File: src/common/armCtrl_config.svh
`ifndef ARM_CTRL_CONFIG_SVH
`define ARM_CTRL_CONFIG_SVH

// ====================
// Datapath widths
// ====================
`define ARM_INSTR_W  32   // Instruction word
`define ARM_FLAG_W   4    // NZCV
`define ARM_MASK_W   4    // Byte lanes per word

`define ARM_PC_REG   15   // R15 is the PC

// ====================
// Field positions
// ====================
`define ARM_COND_LSB 28   // Cond in 31:28
`define ARM_RD_LSB   12   // Rd in 15:12
`define ARM_OPC_LSB  21   // DP opcode in 24:21

// Single-bit fields
`define ARM_SBIT     20   // Set flags, data processing
`define ARM_UBIT     23   // Up/down, load/store offset
`define ARM_BBIT     22   // Byte/word, load/store
`define ARM_LBIT     20   // Load/store select

`endif

File: src/common/armCtrlPkg.sv
`default_nettype none

package armCtrlPkg;

  // Decode classes
  typedef enum logic [2:0] {
    ClsDpImm,
    ClsDpReg,
    ClsLoad,
    ClsStore,
    ClsBranch,
    ClsUndef
  } instrClassT;

  // ALU opcode, same encoding as instr bits 24:21
  typedef enum logic [3:0] {
    OpAnd = 4'h0,
    OpEor = 4'h1,
    OpSub = 4'h2,
    OpRsb = 4'h3,
    OpAdd = 4'h4,
    OpAdc = 4'h5,
    OpSbc = 4'h6,
    OpRsc = 4'h7,
    OpTst = 4'h8,   // Compares, no register write
    OpTeq = 4'h9,
    OpCmp = 4'hA,
    OpCmn = 4'hB,
    OpOrr = 4'hC,
    OpMov = 4'hD,
    OpBic = 4'hE,
    OpMvn = 4'hF
  } aluOpT;

  // Condition field, 4'hF left out and read as never
  typedef enum logic [3:0] {
    CondEq = 4'h0, CondNe = 4'h1, CondCs = 4'h2, CondCc = 4'h3,
    CondMi = 4'h4, CondPl = 4'h5, CondVs = 4'h6, CondVc = 4'h7,
    CondHi = 4'h8, CondLs = 4'h9, CondGe = 4'hA, CondLt = 4'hB,
    CondGt = 4'hC, CondLe = 4'hD, CondAl = 4'hE
  } condT;

endpackage

`default_nettype wire

File: src/decode/instrDecoder.sv
`timescale 1ns/1ps
`default_nettype none

`include "armCtrl_config.svh"

module instrDecoder (
  input  logic [`ARM_INSTR_W-1:0] instrD,
  output armCtrlPkg::instrClassT  cls,
  output armCtrlPkg::aluOpT       aluOpD,
  output logic                    aluSrcD,    // 1 = immediate operand
  output logic                    regWriteD,
  output logic                    memWriteD,
  output logic                    memtoRegD,
  output logic                    branchD,
  output logic                    pcSrcD,
  output logic                    setFlagsD,
  output logic                    logicOpD,   // Keeps C and V
  output logic                    byteD,
  output logic [1:0]              regSrcD,
  output logic [1:0]              immSrcD
);

  import armCtrlPkg::*;

  aluOpT dpOp;
  aluOpT memOp;
  logic  isCompare;
  logic  isLogic;
  logic  rdIsPc;

  assign dpOp      = aluOpT'(instrD[`ARM_OPC_LSB +: 4]);
  assign memOp     = instrD[`ARM_UBIT] ? OpAdd : OpSub;   // Offset up or down
  assign isCompare = dpOp inside {OpTst, OpTeq, OpCmp, OpCmn};
  assign isLogic   = dpOp inside {OpAnd, OpEor, OpTst, OpTeq, OpOrr, OpMov, OpBic, OpMvn};
  assign rdIsPc    = (instrD[`ARM_RD_LSB +: 4] == 4'(`ARM_PC_REG));

  // ====================
  // Classification
  // ====================
  always_comb begin
    case (instrD[27:25])
      3'b000:  cls = instrD[4] ? ClsUndef : ClsDpReg;       // Reg-shifted forms dropped
      3'b001:  cls = ClsDpImm;
      3'b010:  cls = instrD[`ARM_LBIT] ? ClsLoad : ClsStore; // Immediate offset
      3'b011: begin
        if (instrD[4])
          cls = ClsUndef;                                    // Media space
        else
          cls = instrD[`ARM_LBIT] ? ClsLoad : ClsStore;      // Register offset
      end
      3'b101:  cls = ClsBranch;
      default: cls = ClsUndef;
    endcase
  end

  // ====================
  // Control bits
  // ====================
  always_comb begin
    aluOpD    = OpAnd;    // All zero unless a class claims it
    aluSrcD   = 1'b0;
    regWriteD = 1'b0;
    memWriteD = 1'b0;
    memtoRegD = 1'b0;
    branchD   = 1'b0;
    setFlagsD = 1'b0;
    logicOpD  = 1'b0;
    byteD     = 1'b0;
    regSrcD   = 2'b00;
    immSrcD   = 2'b00;
    case (cls)
      ClsDpImm, ClsDpReg: begin
        aluOpD    = dpOp;
        aluSrcD   = (cls == ClsDpImm);
        regWriteD = !isCompare;            // TST/TEQ/CMP/CMN only touch flags
        setFlagsD = instrD[`ARM_SBIT];
        logicOpD  = isLogic;
      end
      ClsLoad: begin
        aluOpD    = memOp;
        aluSrcD   = !instrD[25];           // I bit clear means 12-bit offset
        regWriteD = 1'b1;
        memtoRegD = 1'b1;
        byteD     = instrD[`ARM_BBIT];
        immSrcD   = 2'b01;
      end
      ClsStore: begin
        aluOpD    = memOp;
        aluSrcD   = !instrD[25];
        memWriteD = 1'b1;
        byteD     = instrD[`ARM_BBIT];
        regSrcD   = 2'b10;                 // Rd read as store data
        immSrcD   = 2'b01;
      end
      ClsBranch: begin
        aluOpD    = OpAdd;                 // PC + offset
        aluSrcD   = 1'b1;
        branchD   = 1'b1;
        regSrcD   = 2'b01;                 // Read PC as Rn
        immSrcD   = 2'b10;                 // 24-bit offset
      end
      default: ;                           // Undefined
    endcase
    pcSrcD = branchD | (regWriteD & rdIsPc);
  end

endmodule

`default_nettype wire

File: src/execute/condCheck.sv
`timescale 1ns/1ps
`default_nettype none

`include "armCtrl_config.svh"

module condCheck (
  input  armCtrlPkg::condT       cond,
  input  logic [`ARM_FLAG_W-1:0] flags,      // Forwarded NZCV
  input  logic [`ARM_FLAG_W-1:0] aluFlags,   // Fresh NZCV from ALU
  input  logic                   setFlags,
  input  logic                   logicOp,
  output logic                   condEx,
  output logic [`ARM_FLAG_W-1:0] flagsNext
);

  import armCtrlPkg::*;

  logic n, z, c, v;

  assign {n, z, c, v} = flags;

  // ARM condition table
  always_comb begin
    case (cond)
      CondEq:  condEx = z;
      CondNe:  condEx = !z;
      CondCs:  condEx = c;
      CondCc:  condEx = !c;
      CondMi:  condEx = n;
      CondPl:  condEx = !n;
      CondVs:  condEx = v;
      CondVc:  condEx = !v;
      CondHi:  condEx = c & !z;          // Unsigned higher
      CondLs:  condEx = !c | z;
      CondGe:  condEx = (n == v);         // Signed compares
      CondLt:  condEx = (n != v);
      CondGt:  condEx = !z & (n == v);
      CondLe:  condEx = z | (n != v);
      CondAl:  condEx = 1'b1;
      default: condEx = 1'b0;             // 4'hF never
    endcase
  end

  // N and Z always from the ALU when flags are set
  assign flagsNext = !setFlags ? flags :
                     logicOp   ? {aluFlags[3:2], flags[1:0]} : aluFlags;

endmodule

`default_nettype wire

File: src/execute/execStage.sv
`timescale 1ns/1ps
`default_nettype none

`include "armCtrl_config.svh"

module execStage (
  input  logic                    clk,
  input  logic                    rstN,
  input  logic                    stall,
  input  logic                    flushE,
  // Decode controls
  input  armCtrlPkg::instrClassT  clsD,
  input  armCtrlPkg::aluOpT       aluOpD,
  input  logic                    aluSrcD,
  input  logic                    regWriteD,
  input  logic                    memWriteD,
  input  logic                    memtoRegD,
  input  logic                    branchD,
  input  logic                    pcSrcD,
  input  logic                    setFlagsD,
  input  logic                    logicOpD,
  input  logic                    byteD,
  input  logic [3:0]              condD,      // Raw cond field
  // Datapath and forwarding
  input  logic [`ARM_FLAG_W-1:0]  aluFlagsE,
  input  logic [1:0]              byteAddrE,
  input  logic [`ARM_FLAG_W-1:0]  flagsE,
  // Execute outputs
  output armCtrlPkg::aluOpT       aluOpE,
  output logic                    aluSrcE,
  output logic                    branchTakenE,
  output logic                    memWriteGE,
  output logic                    memtoRegGE,
  output logic                    regWriteGE,
  output logic                    pcSrcGE,
  output logic                    setFlagsGE,
  output logic [`ARM_FLAG_W-1:0]  flagsNextE,
  output logic [`ARM_MASK_W-1:0]  byteMaskE
);

  import armCtrlPkg::*;

  instrClassT clsE;
  condT       condE;
  logic       regWriteE, memWriteE, memtoRegE;
  logic       branchE, pcSrcE, setFlagsE, logicOpE, byteE;
  logic       condEx;

  // ====================
  // D to E register
  // ====================
  always_ff @(posedge clk) begin
    if (!rstN || (flushE && !stall)) begin   // Bubble
      clsE      <= ClsDpImm;
      aluOpE    <= OpAnd;
      condE     <= CondEq;
      aluSrcE   <= 1'b0;
      regWriteE <= 1'b0;
      memWriteE <= 1'b0;
      memtoRegE <= 1'b0;
      branchE   <= 1'b0;
      pcSrcE    <= 1'b0;
      setFlagsE <= 1'b0;
      logicOpE  <= 1'b0;
      byteE     <= 1'b0;
    end else if (!stall) begin
      clsE      <= clsD;
      aluOpE    <= aluOpD;
      condE     <= condT'(condD);   // 4'hF kept, checks as never
      aluSrcE   <= aluSrcD;
      regWriteE <= regWriteD;
      memWriteE <= memWriteD;
      memtoRegE <= memtoRegD;
      branchE   <= branchD;
      pcSrcE    <= pcSrcD;
      setFlagsE <= setFlagsD;
      logicOpE  <= logicOpD;
      byteE     <= byteD;
    end
  end

  condCheck uCondCheck (
    .cond      (condE),
    .flags     (flagsE),
    .aluFlags  (aluFlagsE),
    .setFlags  (setFlagsE),
    .logicOp   (logicOpE),
    .condEx    (condEx),
    .flagsNext (flagsNextE)
  );

  // Side effects only when condition passes
  assign branchTakenE = branchE   & condEx;
  assign memWriteGE   = memWriteE & condEx;
  assign memtoRegGE   = memtoRegE & condEx;   // No stray loads
  assign regWriteGE   = regWriteE & condEx;
  assign pcSrcGE      = pcSrcE    & condEx;
  assign setFlagsGE   = setFlagsE & condEx;

  // Store lanes
  always_comb begin
    byteMaskE = '0;
    if (clsE == ClsStore) begin
      if (byteE)
        byteMaskE[byteAddrE] = 1'b1;   // One lane from address LSBs
      else
        byteMaskE = '1;                // Whole word
    end
  end

endmodule

`default_nettype wire

File: src/rtl/armCtrlTop.sv
`timescale 1ns/1ps
`default_nettype none

`include "armCtrl_config.svh"

module armCtrlTop (
  input  logic                    clk,
  input  logic                    rstN,
  input  logic [`ARM_INSTR_W-1:0] instrD,
  input  logic                    stall,      // Freezes every stage
  input  logic                    flushE,     // Bubble into Execute
  input  logic [`ARM_FLAG_W-1:0]  aluFlagsE,
  input  logic [1:0]              byteAddrE,
  output logic [1:0]              regSrcD,
  output logic [1:0]              immSrcD,
  output armCtrlPkg::aluOpT       aluOpE,
  output logic                    aluSrcE,
  output logic                    branchTakenE,
  output logic [`ARM_FLAG_W-1:0]  flagsE,
  output logic                    memWriteM,
  output logic                    memtoRegM,
  output logic                    regWriteM,
  output logic [`ARM_MASK_W-1:0]  byteMaskM,
  output logic                    regWriteW,
  output logic                    memtoRegW,
  output logic                    pcSrcW,
  output logic [`ARM_FLAG_W-1:0]  cpsrFlags
);

  import armCtrlPkg::*;

  // Decode controls
  instrClassT clsD;
  aluOpT      aluOpD;
  logic       aluSrcD, regWriteD, memWriteD, memtoRegD;
  logic       branchD, pcSrcD, setFlagsD, logicOpD, byteD;

  // Gated Execute results
  logic                   memWriteGE, memtoRegGE, regWriteGE, pcSrcGE, setFlagsGE;
  logic [`ARM_FLAG_W-1:0] flagsNextE;
  logic [`ARM_MASK_W-1:0] byteMaskE;

  instrDecoder uDecoder (
    .instrD    (instrD),
    .cls       (clsD),
    .aluOpD    (aluOpD),
    .aluSrcD   (aluSrcD),
    .regWriteD (regWriteD),
    .memWriteD (memWriteD),
    .memtoRegD (memtoRegD),
    .branchD   (branchD),
    .pcSrcD    (pcSrcD),
    .setFlagsD (setFlagsD),
    .logicOpD  (logicOpD),
    .byteD     (byteD),
    .regSrcD   (regSrcD),
    .immSrcD   (immSrcD)
  );

  execStage uExec (
    .clk          (clk),
    .rstN         (rstN),
    .stall        (stall),
    .flushE       (flushE),
    .clsD         (clsD),
    .aluOpD       (aluOpD),
    .aluSrcD      (aluSrcD),
    .regWriteD    (regWriteD),
    .memWriteD    (memWriteD),
    .memtoRegD    (memtoRegD),
    .branchD      (branchD),
    .pcSrcD       (pcSrcD),
    .setFlagsD    (setFlagsD),
    .logicOpD     (logicOpD),
    .byteD        (byteD),
    .condD        (instrD[`ARM_INSTR_W-1:`ARM_COND_LSB]),
    .aluFlagsE    (aluFlagsE),
    .byteAddrE    (byteAddrE),
    .flagsE       (flagsE),
    .aluOpE       (aluOpE),
    .aluSrcE      (aluSrcE),
    .branchTakenE (branchTakenE),
    .memWriteGE   (memWriteGE),
    .memtoRegGE   (memtoRegGE),
    .regWriteGE   (regWriteGE),
    .pcSrcGE      (pcSrcGE),
    .setFlagsGE   (setFlagsGE),
    .flagsNextE   (flagsNextE),
    .byteMaskE    (byteMaskE)
  );

  retireStage uRetire (
    .clk        (clk),
    .rstN       (rstN),
    .stall      (stall),
    .memWriteGE (memWriteGE),
    .memtoRegGE (memtoRegGE),
    .regWriteGE (regWriteGE),
    .pcSrcGE    (pcSrcGE),
    .setFlagsGE (setFlagsGE),
    .flagsNextE (flagsNextE),
    .byteMaskE  (byteMaskE),
    .memWriteM  (memWriteM),
    .memtoRegM  (memtoRegM),
    .regWriteM  (regWriteM),
    .byteMaskM  (byteMaskM),
    .regWriteW  (regWriteW),
    .memtoRegW  (memtoRegW),
    .pcSrcW     (pcSrcW),
    .flagsE     (flagsE),
    .cpsrFlags  (cpsrFlags)
  );

endmodule

`default_nettype wire

File: src/rtl/retireStage.sv
`timescale 1ns/1ps
`default_nettype none

`include "armCtrl_config.svh"

module retireStage (
  input  logic                   clk,
  input  logic                   rstN,
  input  logic                   stall,
  // Gated Execute results
  input  logic                   memWriteGE,
  input  logic                   memtoRegGE,
  input  logic                   regWriteGE,
  input  logic                   pcSrcGE,
  input  logic                   setFlagsGE,
  input  logic [`ARM_FLAG_W-1:0] flagsNextE,
  input  logic [`ARM_MASK_W-1:0] byteMaskE,
  // Memory
  output logic                   memWriteM,
  output logic                   memtoRegM,
  output logic                   regWriteM,
  output logic [`ARM_MASK_W-1:0] byteMaskM,
  // Writeback
  output logic                   regWriteW,
  output logic                   memtoRegW,
  output logic                   pcSrcW,
  // Flags
  output logic [`ARM_FLAG_W-1:0] flagsE,      // To condition check
  output logic [`ARM_FLAG_W-1:0] cpsrFlags
);

  logic                   pcSrcM, setFlagsM, setFlagsW;
  logic [`ARM_FLAG_W-1:0] flagsNextM, flagsNextW;

  // ====================
  // M, W and NZCV
  // ====================
  always_ff @(posedge clk) begin
    if (!rstN) begin
      memWriteM <= 1'b0;
      memtoRegM <= 1'b0;
      regWriteM <= 1'b0;
      pcSrcM    <= 1'b0;
      setFlagsM <= 1'b0;
      byteMaskM <= '0;
      regWriteW <= 1'b0;
      memtoRegW <= 1'b0;
      pcSrcW    <= 1'b0;
      setFlagsW <= 1'b0;
      cpsrFlags <= '0;
    end else if (!stall) begin
      memWriteM <= memWriteGE;
      memtoRegM <= memtoRegGE;
      regWriteM <= regWriteGE;
      pcSrcM    <= pcSrcGE;
      setFlagsM <= setFlagsGE;
      byteMaskM <= byteMaskE;
      regWriteW <= regWriteM;
      memtoRegW <= memtoRegM;
      pcSrcW    <= pcSrcM;
      setFlagsW <= setFlagsM;
      if (setFlagsW)
        cpsrFlags <= flagsNextW;   // Commit at end of Writeback
    end
  end

  // Flag payload, qualified by setFlags
  always_ff @(posedge clk) begin
    if (!stall) begin
      flagsNextM <= flagsNextE;
      flagsNextW <= flagsNextM;
    end
  end

  // Youngest flag setter wins
  assign flagsE = setFlagsM ? flagsNextM :
                  setFlagsW ? flagsNextW : cpsrFlags;

endmodule

`default_nettype wire

File: config.mk
export PLATFORM = sky130hd
export DESIGN_NAME = armCtrlTop
export DESIGN_NICKNAME = d
export VERILOG_FILES = /design/src/common/armCtrlPkg.sv /design/src/decode/instrDecoder.sv /design/src/execute/condCheck.sv /design/src/execute/execStage.sv /design/src/rtl/armCtrlTop.sv /design/src/rtl/retireStage.sv
export VERILOG_INCLUDE_DIRS = /design/src /design/src/common
export SDC_FILE = /design/constraint.sdc
export NUM_CORES = 1
export LEC_CHECK = 0
export BUFFER_PORTS_ARGS = -buffer_cell sky130_fd_sc_hd__buf_2
export CAP_MARGIN = 20
export CELL_PAD_IN_SITES_DETAIL_PLACEMENT = 1
export CELL_PAD_IN_SITES_GLOBAL_PLACEMENT = 1
export CORE_MARGIN = 2
export CORE_UTILIZATION = 40
export DETAILED_ROUTE_END_ITERATION = 12
export GPL_TIMING_DRIVEN = 0
export MAX_ROUTING_LAYER = met4
export PLACE_DENSITY = 0.82
export SLEW_MARGIN = 20
export SYNTH_ARGS = -nofsm -noshare
export SYNTH_HDL_FRONTEND = slang
export SYNTH_HIERARCHICAL = 1
export SYNTH_SLANG_ARGS = --single-unit
File: constraint.sdc
create_clock -name clk -period 2.8 [get_ports clk]
set_clock_uncertainty 0.15 [all_clocks]
set_input_delay 0.56 -clock clk [delete_from_list [all_inputs] [get_ports clk]]
set_output_delay 0.56 -clock clk [all_outputs]
set_load 0.01 [all_outputs]
# Yosys cells after proc, flatten, opt, wreduce, memory -nomap -nowiden
# Index checks and enable logic that the tools add are counted.
# classes
mux	25
n_lt_le_gt_ge	2
n_bitwise	12
eq_ne	35
reduce_logical	19
# op_table
operator	n
$eq 4x4->1 const B	16
$mux 4	5
$eq 4x3->1 const B	4
$eq 3x2->1 const B	5
$pmux 1 s15	1
$pmux 3 s5	1
$pmux 4 s3	1
$and 1x1->1	9
$mux 3	3
$eq 4x1->1 const B	2
$eq 4x2->1 const B	2
$logic_not 1->1	8
$logic_not 4->1	2
$mux 1	8
$pmux 2 s2	2
$reduce_bool 8->1	1
$eq 3x1->1 const B	2
$eq 3x3->1 const B	2
$logic_not 3->1	2
$reduce_bool 4->1	1
$reduce_or 2->1	2
$lt 2x3->1 const B	1
$or 1x1->1	3
$pmux 1 s3	1
8 further kinds	9
# totals
in_bits	42
reg_bits	45

# Longest topological paths before layout
# Gate-level depths: netlist of the first run.
# logic_depth
ltp_word	8
depth_mapped	10
ltp_nobuf	9

# Modules after synthesis
# The synthesis of the first run kept the hierarchy.
# modules_own_cells
mod	n_inst	cells_per_inst	seq_area_each_um2	area_per_inst_um2
execStage	1	104	400.4	1121.1
retireStage	1	79	580.6	1002.2
instrDecoder	1	35	0.0	222.7
condCheck	1	29	0.0	220.2

# Worst setup path before layout of the first run
# Ideal clock, no wire load.
# synth_path
kind	register -> output
startpoint	register uRetire.setFlagsW
endpoint	output port branchTakenE
arrival_time_ps	2096
n_path_buf	1
setup_slack_ps	-6
path_stages_with_launch	9
cell_sequence	dfxtp_1 buf_6 mux2i_1 o21ai_0 xor2_1 o2bb2ai_2 xnor2_1 o311ai_1 and2_1
# synth_between
elab_chain_len	6
elab_cells_between_ends	14
# synth_lines
element	line	source
from (decl)	retireStage.sv:32	logic pcSrcM, setFlagsM, setFlagsW;
from (signal assigned)	retireStage.sv:61	setFlagsW <= setFlagsM;
$mux 4 (*)	retireStage.sv:77	setFlagsW ? flagsNextW : cpsrFlags;
$mux 4 (*)	retireStage.sv:76	assign flagsE = setFlagsM ? flagsNextM :
named net flagsE[0]	armCtrlTop.sv:19	output logic [`ARM_FLAG_W-1:0] flagsE,
$ne 1x1->1 / $eq 1x1->1 (equally long branches)	-	
$or 1x1->1 / $and 1x1->1 (equally long branches)	condCheck.sv:38, condCheck.sv:37	
$pmux 1 s15 (*)	condCheck.sv:24	case (cond)
named net uExec.condEx	execStage.sv:47	logic condEx;
$and 1x1->1 (*)	execStage.sv:93	assign branchTakenE = branchE & condEx;
to (decl)	armCtrlTop.sv:18	output logic branchTakenE,
# The timed path passes the listed nets; every way through them passes the cells marked *.

# Worst setup path in the final report of the first run
# layout_path
startpoint	register uRetire.setFlagsW
endpoint	output port branchTakenE
# layout_between
elab_chain_len	6
elab_cells_between_ends	14
# layout_lines
element	line	source
$mux 4 (*)	retireStage.sv:77	
$mux 4 (*)	retireStage.sv:76	
$ne 1x1->1, or another cell as far along	condCheck.sv:36, condCheck.sv:38	
$or 1x1->1, or another cell as far along	condCheck.sv:38	CondLe: condEx = z | (n != v);
$pmux 1 s15 (*)	condCheck.sv:24	
named net uExec.condEx	execStage.sv:47	
$and 1x1->1 (*)	execStage.sv:93	
# Marked as above.

==> results_dict.tcl, run 1 <==
set metrics [dict create \
    status "complete, but fails checks" \
    failing_checks "setup timing" \
    switching_share 0.248 \
    cts_max_path_buffers 2 \
    p_per_area_nw_per_um2 424 \
    synth_cell_types 48 \
    seq_area_frac_synth 0.382 \
    layout_commonest_cell "sky130_fd_sc_hd__buf_2" \
    groute.usage.overall 0.175 \
    vias_in_the_first_global_route 2041 \
    cts.root.buffer_cell "sky130_fd_sc_hd__clkbuf_8" \
    vias_per_cell 4.95 \
    final_period_minus_worst_setup_slack_ns 3.06 \
    drt_wl_total_microns 5860 \
    area_delta_synth_final_pct 23.6 \
    internal_power_mw 1.01 \
    worstSetupEndpointType "primary output" \
    worst_setup_path_startpoint "uRetire/setFlagsW" \
    fp.dieW_microns 84.1 \
    num_vias 1937 \
    worst_r2r_endpoint "uRetire/memtoRegM" \
    cp_cell_instances "mux2i_2 -> o21ai_2 -> xor2_2 -> o2bb2ai_2 -> xnor2_2 -> o311ai_4 -> and2_1 -> buf_2" \
    leak_pwr_nw 1.29 \
    syn_nets 289 \
    timing.setup.critical_path_class "reg -> out" \
    ys.flop_type "sky130_fd_sc_hd__dfxtp_1" \
    cp_num_cells 8 \
    grt_setup_unrepaired "true" \
    cpLargestDelayFamily "compound AO/OA/AOI/OAI gates" \
    final.period_utilization 1.09 \
    combPwrFrac 0.119 \
    synthesis.area_per_instance_sq_um 10.4 \
    r2r-start "uRetire/setFlagsW" \
    detail_route.iter0.violations 54 \
    clock-sinks 45 \
    fin_util 0.505 \
    die_area_sq_um 7070 \
    ys_warn_count 6 \
    share_clk_of_total_power 0.373 \
    global_route_wire_length_before_repair_microns 9700 \
    cp_slowest_cell "sky130_fd_sc_hd__o311ai_4" \
    share_seq_of_total_power 0.507 \
    yosysTopAreaCell "sky130_fd_sc_hd__dfxtp_1" \
    drtAntennaViolNets 0 \
    critPathMaxFanout 6 \
    slowest_delay_ns 0.43 \
    p_switching_mw 0.334 \
    grt_start_max_net_pins 16 \
    detail_route.drc_violations 0 \
    hold_path.class "reg -> reg" \
    critPathCapture "branchTakenE" \
    finalSetupViolations 1 \
    finish.net_count 355 \
    postLayoutSetupSlackWorst_ns -0.263 \
    postSynth.asyncResetShare 0 \
    post_synth_main_area_contributors "sky130_fd_sc_hd__dfxtp_1, sky130_fd_sc_hd__edfxtp_1, sky130_fd_sc_hd__mux2i_1" \
    number_of_synthesized_flops_with_an_enable_pin 8 \
    clk_pin_slew_worst_paths_ns 0.09 \
    place_hpwl_microns 4280 \
    wl_per_cell_microns 15.0 \
    worst_slew_pin_slew_ns 0.502 \
    initial_utilization 0.409 \
    finalHoldViolCount 0 \
    core_sq_um 6280 \
    postCtsHoldBufs 0 \
    ys_seq_elements 45 \
    arrival_ns 2.35 \
    io_buffer_count 54 \
    design.portCount 70 \
    report.final.slew_viol_count 0 \
    detailedPlace.worstSlack_ns -0.573 \
    cts-htree-levels 2 \
    timing.critical_path.buf_inv 1 \
    ir_drop_uv 254 \
    timing.slew.headroom 0.660 \
    std_cell_rows 29 \
    syn-instance-count 247 \
    cap_viol_max_count 0 \
    cp_data_required_time_ns 2.09 \
    die-height_microns 84.1 \
    critical_path.startpoint_type "flop" \
    synth_area_sq_um 2570 \
    max_clock_freq_ghz 0.327 \
    antenna_found_initial 0 \
    mostFrequentLayoutCells "sky130_fd_sc_hd__buf_2, sky130_fd_sc_hd__dfxtp_1, sky130_fd_sc_hd__o21ai_2" \
    fill_cells 740 \
    globalplace.congestion 0.729 \
    clk-insertion-delay-late_ns 0.30 \
    worstRegToRegCells 10 \
    post_synth_top_area_share 0.289 \
    layout-drive-gt1-share 0.500 \
    cts-buffers-inserted 5 \
    reg2reg_setup_slack_ns 0.41 \
    drt_pre_antenna_iters 4 \
    grt_overflow 0 \
    cts_tree "built" \
    antenna-diode-count 0 \
]
-- metrics by stage --
stage                     hold slack (ns)  area, sq um  TNS, ns  cells  power, mW
final                               0.313         3170   -0.263    391       1.35
after global routing                0.336         3170   -0.417    391       1.40
after CTS                           0.312         3110   -0.217    387       1.36
after detailed placement            0.295         2930    -1.18    378      0.854
after global placement              0.280         2930   -0.579    378      0.850
after floorplan                     0.277         2570        0    247      0.800
-- metal layers --
layer | global-route usage | vias to the layer above | part of all wire
met1 | 0.210 | 905 | 0.45
li1 | - | 979 | -
met3 | 0.0356 | 9 | 0.037
met5 | - | - | 0
met4 | 0.0587 | 0 | 0.017
met2 | 0.292 | 44 | 0.50
-- what timing repair did --
action,in CTS,in global routing
endpoints found under the setup margin,6,1
gates resized for setup,13,8
setup buffers,2,5
pin swaps,4,8
-- cell usage after synthesis, drive strengths merged (2+ instances only) --
library cell,n
a21oi,6
a22o,2
and2,12
and2b,2
buf,14
clkbuf,3
dfxtp,37
edfxtp,8
inv,8
mux2,3
mux2i,22
nand2,12
nand2b,27
nand3,20
nand3b,2
nor2,2
nor2b,21
o21ai,28
o21bai,2
o311ai,2
xnor2,2
-- worst min path at each step --
stage                                        to                   from  slack [ns]  depth (start not counted)
after floorplan           uRetire/flagsNextW[0]  uRetire/flagsNextM[0]        0.28                          0
after global placement    uRetire/flagsNextW[0]  uRetire/flagsNextM[0]        0.28                          0
after detailed placement  uRetire/flagsNextW[1]  uRetire/flagsNextM[1]        0.29                          0
after CTS                 uRetire/flagsNextW[1]  uRetire/flagsNextM[1]        0.31                          0
after global routing            uExec/aluOpE[2]        uExec/aluOpE[2]        0.34                          2
final                     uRetire/flagsNextW[1]  uRetire/flagsNextM[1]        0.31                          0
-- sequential cells by signal (all words and copies together) (netlist names), 3 cells and up --
register and cells:
uRetire/byteMaskM 4, uRetire/cpsrFlags 4, uRetire/flagsNextW 4, uExec/condE 4
uRetire/flagsNextM 4, uExec/aluOpE 4, uExec/clsE 3
-- logic make-up (layout without fill, tap and decap cells) --
family,Yosys count,after routing,share of synthesized area
xor+xnor,3,3,0.0102
compound gates,48,48,0.149
simple gates,101,101,0.282
buf+inv,25,92,0.0775
mux,25,25,0.0990
flops,45,45,0.382
-- cell type report --
cell class | count | area, sq um | share of cell area
buffer | 15 | 154 | 0.0485
clock buffer | 5 | 68.8 | 0.0217
clock inverter | 3 | 46.3 | 0.0146
inverter | 8 | 30.0 | 0.00946
multi-input combinational | 177 | 1470 | 0.463
sequential | 45 | 986 | 0.311
tap | 77 | 96.3 | 0.0304
timing repair buffer | 61 | 323 | 0.102
-- power by group through the flow --
stage / sequential [mW] / combinational (mW) / clock [mW]
2_1_floorplan: 0.695 / 0.105 / 0
3_3_place_gp: 0.696 / 0.154 / 0
3_5_place_dp: 0.697 / 0.157 / 0
4_1_cts: 0.683 / 0.162 / 0.514
5_1_grt: 0.685 / 0.176 / 0.544
6_report: 0.682 / 0.161 / 0.502
(Power assumes the default switching activity.)
==> inputs of run 2 (changes only) <==
--- a/config.mk
+++ b/config.mk
@@ -16,6 +16,7 @@
 export GPL_TIMING_DRIVEN = 0
 export MAX_ROUTING_LAYER = met4
 export PLACE_DENSITY = 0.82
+export SETUP_SLACK_MARGIN = 0.3
 export SLEW_MARGIN = 20
 export SYNTH_ARGS = -nofsm -noshare
 export SYNTH_HDL_FRONTEND = slang
==> run 2 against run 1 <==
  * The run still ends with setup timing left
  * Clock power fell by 2%
  * Utilization down 0.78 points
  * Routed wire length shrank 4.6%
  * Register-to-register slack improved by 0.06 ns
  * Critical endpoint unchanged
  * Highest routed layer unchanged
==> results_dict.tcl, run 2 (synthesized netlist as in run 1, its figures left out) <==
set metrics [dict create \
    finalHoldViolCount 0 \
    critPathMaxFanout 6 \
    mostFrequentLayoutCells "sky130_fd_sc_hd__buf_2, sky130_fd_sc_hd__dfxtp_1, sky130_fd_sc_hd__o21ai_2" \
    report.final.slew_viol_count 0 \
    worstRegToRegCells 10 \
    dpl_cell_area_sq_um 2950 \
    core_sq_um 6280 \
    p_per_area_nw_per_um2 428 \
    drt_pre_antenna_iters 4 \
    vias_per_cell 4.97 \
    cts-htree-levels 2 \
    num_vias 1927 \
    grt_overflow 0 \
    final_design_area_no_fill_sq_um 3120 \
    worstSetupEndpointType "primary output" \
    area_delta_synth_final_pct 21.7 \
    cts_max_path_buffers 2 \
    worst_r2r_endpoint "uRetire/memtoRegM" \
    ir_drop_uv 290 \
    detail_route.drc_violations 0 \
    worst_slew_pin_slew_ns 0.600 \
    reg2reg_setup_slack_ns 0.47 \
    postCtsHoldBufs 0 \
    fill_cells 728 \
    finish.net_count 352 \
    detail_route.iter0.violations 66 \
    timing.slew.headroom 0.595 \
    cts_tree "built" \
    failing_checks "setup timing" \
    status "complete, but fails checks" \
    design.portCount 70 \
    clk-insertion-delay-late_ns 0.30 \
    timing.hold.worst_path_depth 0 \
    place_hpwl_microns 4260 \
    groute.usage.overall 0.168 \
    fp.dieW_microns 84.1 \
    r2r-start "uRetire/setFlagsW" \
    smallest_hold_slack_ns 0.307 \
    arrival_ns 2.29 \
    cp_data_required_time_ns 2.09 \
    io_buffer_count 54 \
    clock-sinks 45 \
    vias_in_the_first_global_route 1974 \
    critical_path.startpoint_type "flop" \
    drt_wl_total_microns 5590 \
    timing.setup.critical_path_class "reg -> out" \
    die_area_sq_um 7070 \
    power_mw 1.34 \
    fin_util 0.498 \
    holdPathEnd "uRetire/flagsNextW[0]" \
    layout-drive-gt1-share 0.479 \
    drtAntennaViolNets 0 \
    globalplace.congestion 0.746 \
    timing.hold.worst.start "uRetire/flagsNextM[0]" \
    grt_setup_unrepaired "true" \
    antenna_found_initial 0 \
    clk_pin_slew_worst_paths_ns 0.09 \
    max_clock_freq_ghz 0.333 \
    finalSetupViolations 1 \
    std_cell_rows 29 \
    grt_start_max_net_pins 15 \
    antenna-diode-count 0 \
    layout_commonest_cell "sky130_fd_sc_hd__buf_2" \
    global_route_wire_length_before_repair_microns 9380 \
    initial_utilization 0.409 \
    leak_pwr_nw 1.26 \
    final_period_minus_worst_setup_slack_ns 3.00 \
    cts-buffers-inserted 5 \
    postLayoutSetupSlackWorst_ns -0.203 \
    cts.root.buffer_cell "sky130_fd_sc_hd__clkbuf_8" \
    final.period_utilization 1.07 \
    hold_path.class "reg -> reg" \
    die-height_microns 84.1 \
    wl_per_cell_microns 14.4 \
    cap_viol_max_count 0 \
]
run 2: metal layers:
metal	up-vias	track usage	routed length (microns)
met5	-	-	0
li1	973	-	-
met2	41	0.295	2870
met4	0	0.0528	61
met3	4	0.0307	213
met1	909	0.194	2440
run 2: final cells by class:
type | instances | area (sq um) | area share
clock buffer | 6 | 72.6 | 0.0232
sequential | 45 | 981 | 0.314
timing repair buffer | 56 | 285 | 0.0913
clock inverter | 2 | 38.8 | 0.0124
buffer | 17 | 170 | 0.0545
multi-input combinational | 177 | 1450 | 0.464
tap | 77 | 96.3 | 0.0308
inverter | 8 | 30.0 | 0.00961
run 2: metrics by stage:
stage / setup slack [ns] / cells / TNS [ns]
floorplan: 0.345 / 247 / 0
global route: -0.335 / 388 / -0.335
finish: -0.203 / 388 / -0.203
detailed placement: -0.0325 / 378 / -0.0325
CTS: -0.242 / 386 / -0.242
global placement: 0.0268 / 378 / 0
run 2: worst max-delay path: stages, from the launching register on:
cell and delay [ns]:
sky130_fd_sc_hd__dfxtp_1 0.33, sky130_fd_sc_hd__buf_6 0.13, sky130_fd_sc_hd__mux2i_1 0.23, sky130_fd_sc_hd__o21ai_2 0.12
sky130_fd_sc_hd__xor2_2 0.21, sky130_fd_sc_hd__a22o_1 0.24, sky130_fd_sc_hd__a32oi_2 0.20, sky130_fd_sc_hd__o311ai_4 0.17
sky130_fd_sc_hd__and2_1 0.21, sky130_fd_sc_hd__buf_2 0.13
run 2: how the worst max path moves through the flow:
stage | end | slack, ns | startpoint | depth (start not counted)
2_1_floorplan | branchTakenE | 0.35 | uRetire/setFlagsW | 8
3_3_place_gp | branchTakenE | 0.03 | uRetire/setFlagsW | 9
3_5_place_dp | branchTakenE | -0.03 | uRetire/setFlagsW | 9
4_1_cts | branchTakenE | -0.24 | uRetire/setFlagsW | 9
5_1_grt | branchTakenE | -0.34 | uRetire/setFlagsW | 9
6_report | branchTakenE | -0.20 | uRetire/setFlagsW | 9
run 2: what timing repair did:
action,in CTS,in global routing
buffers inserted,0,2
endpoints found under the setup margin,2,2
gates resized for setup,6,2
run 2: power by group:
part / switching, mW / internal [mW]
registers: 0.0119 / 0.670
logic: 0.0860 / 0.0764
clock network: 0.223 / 0.268
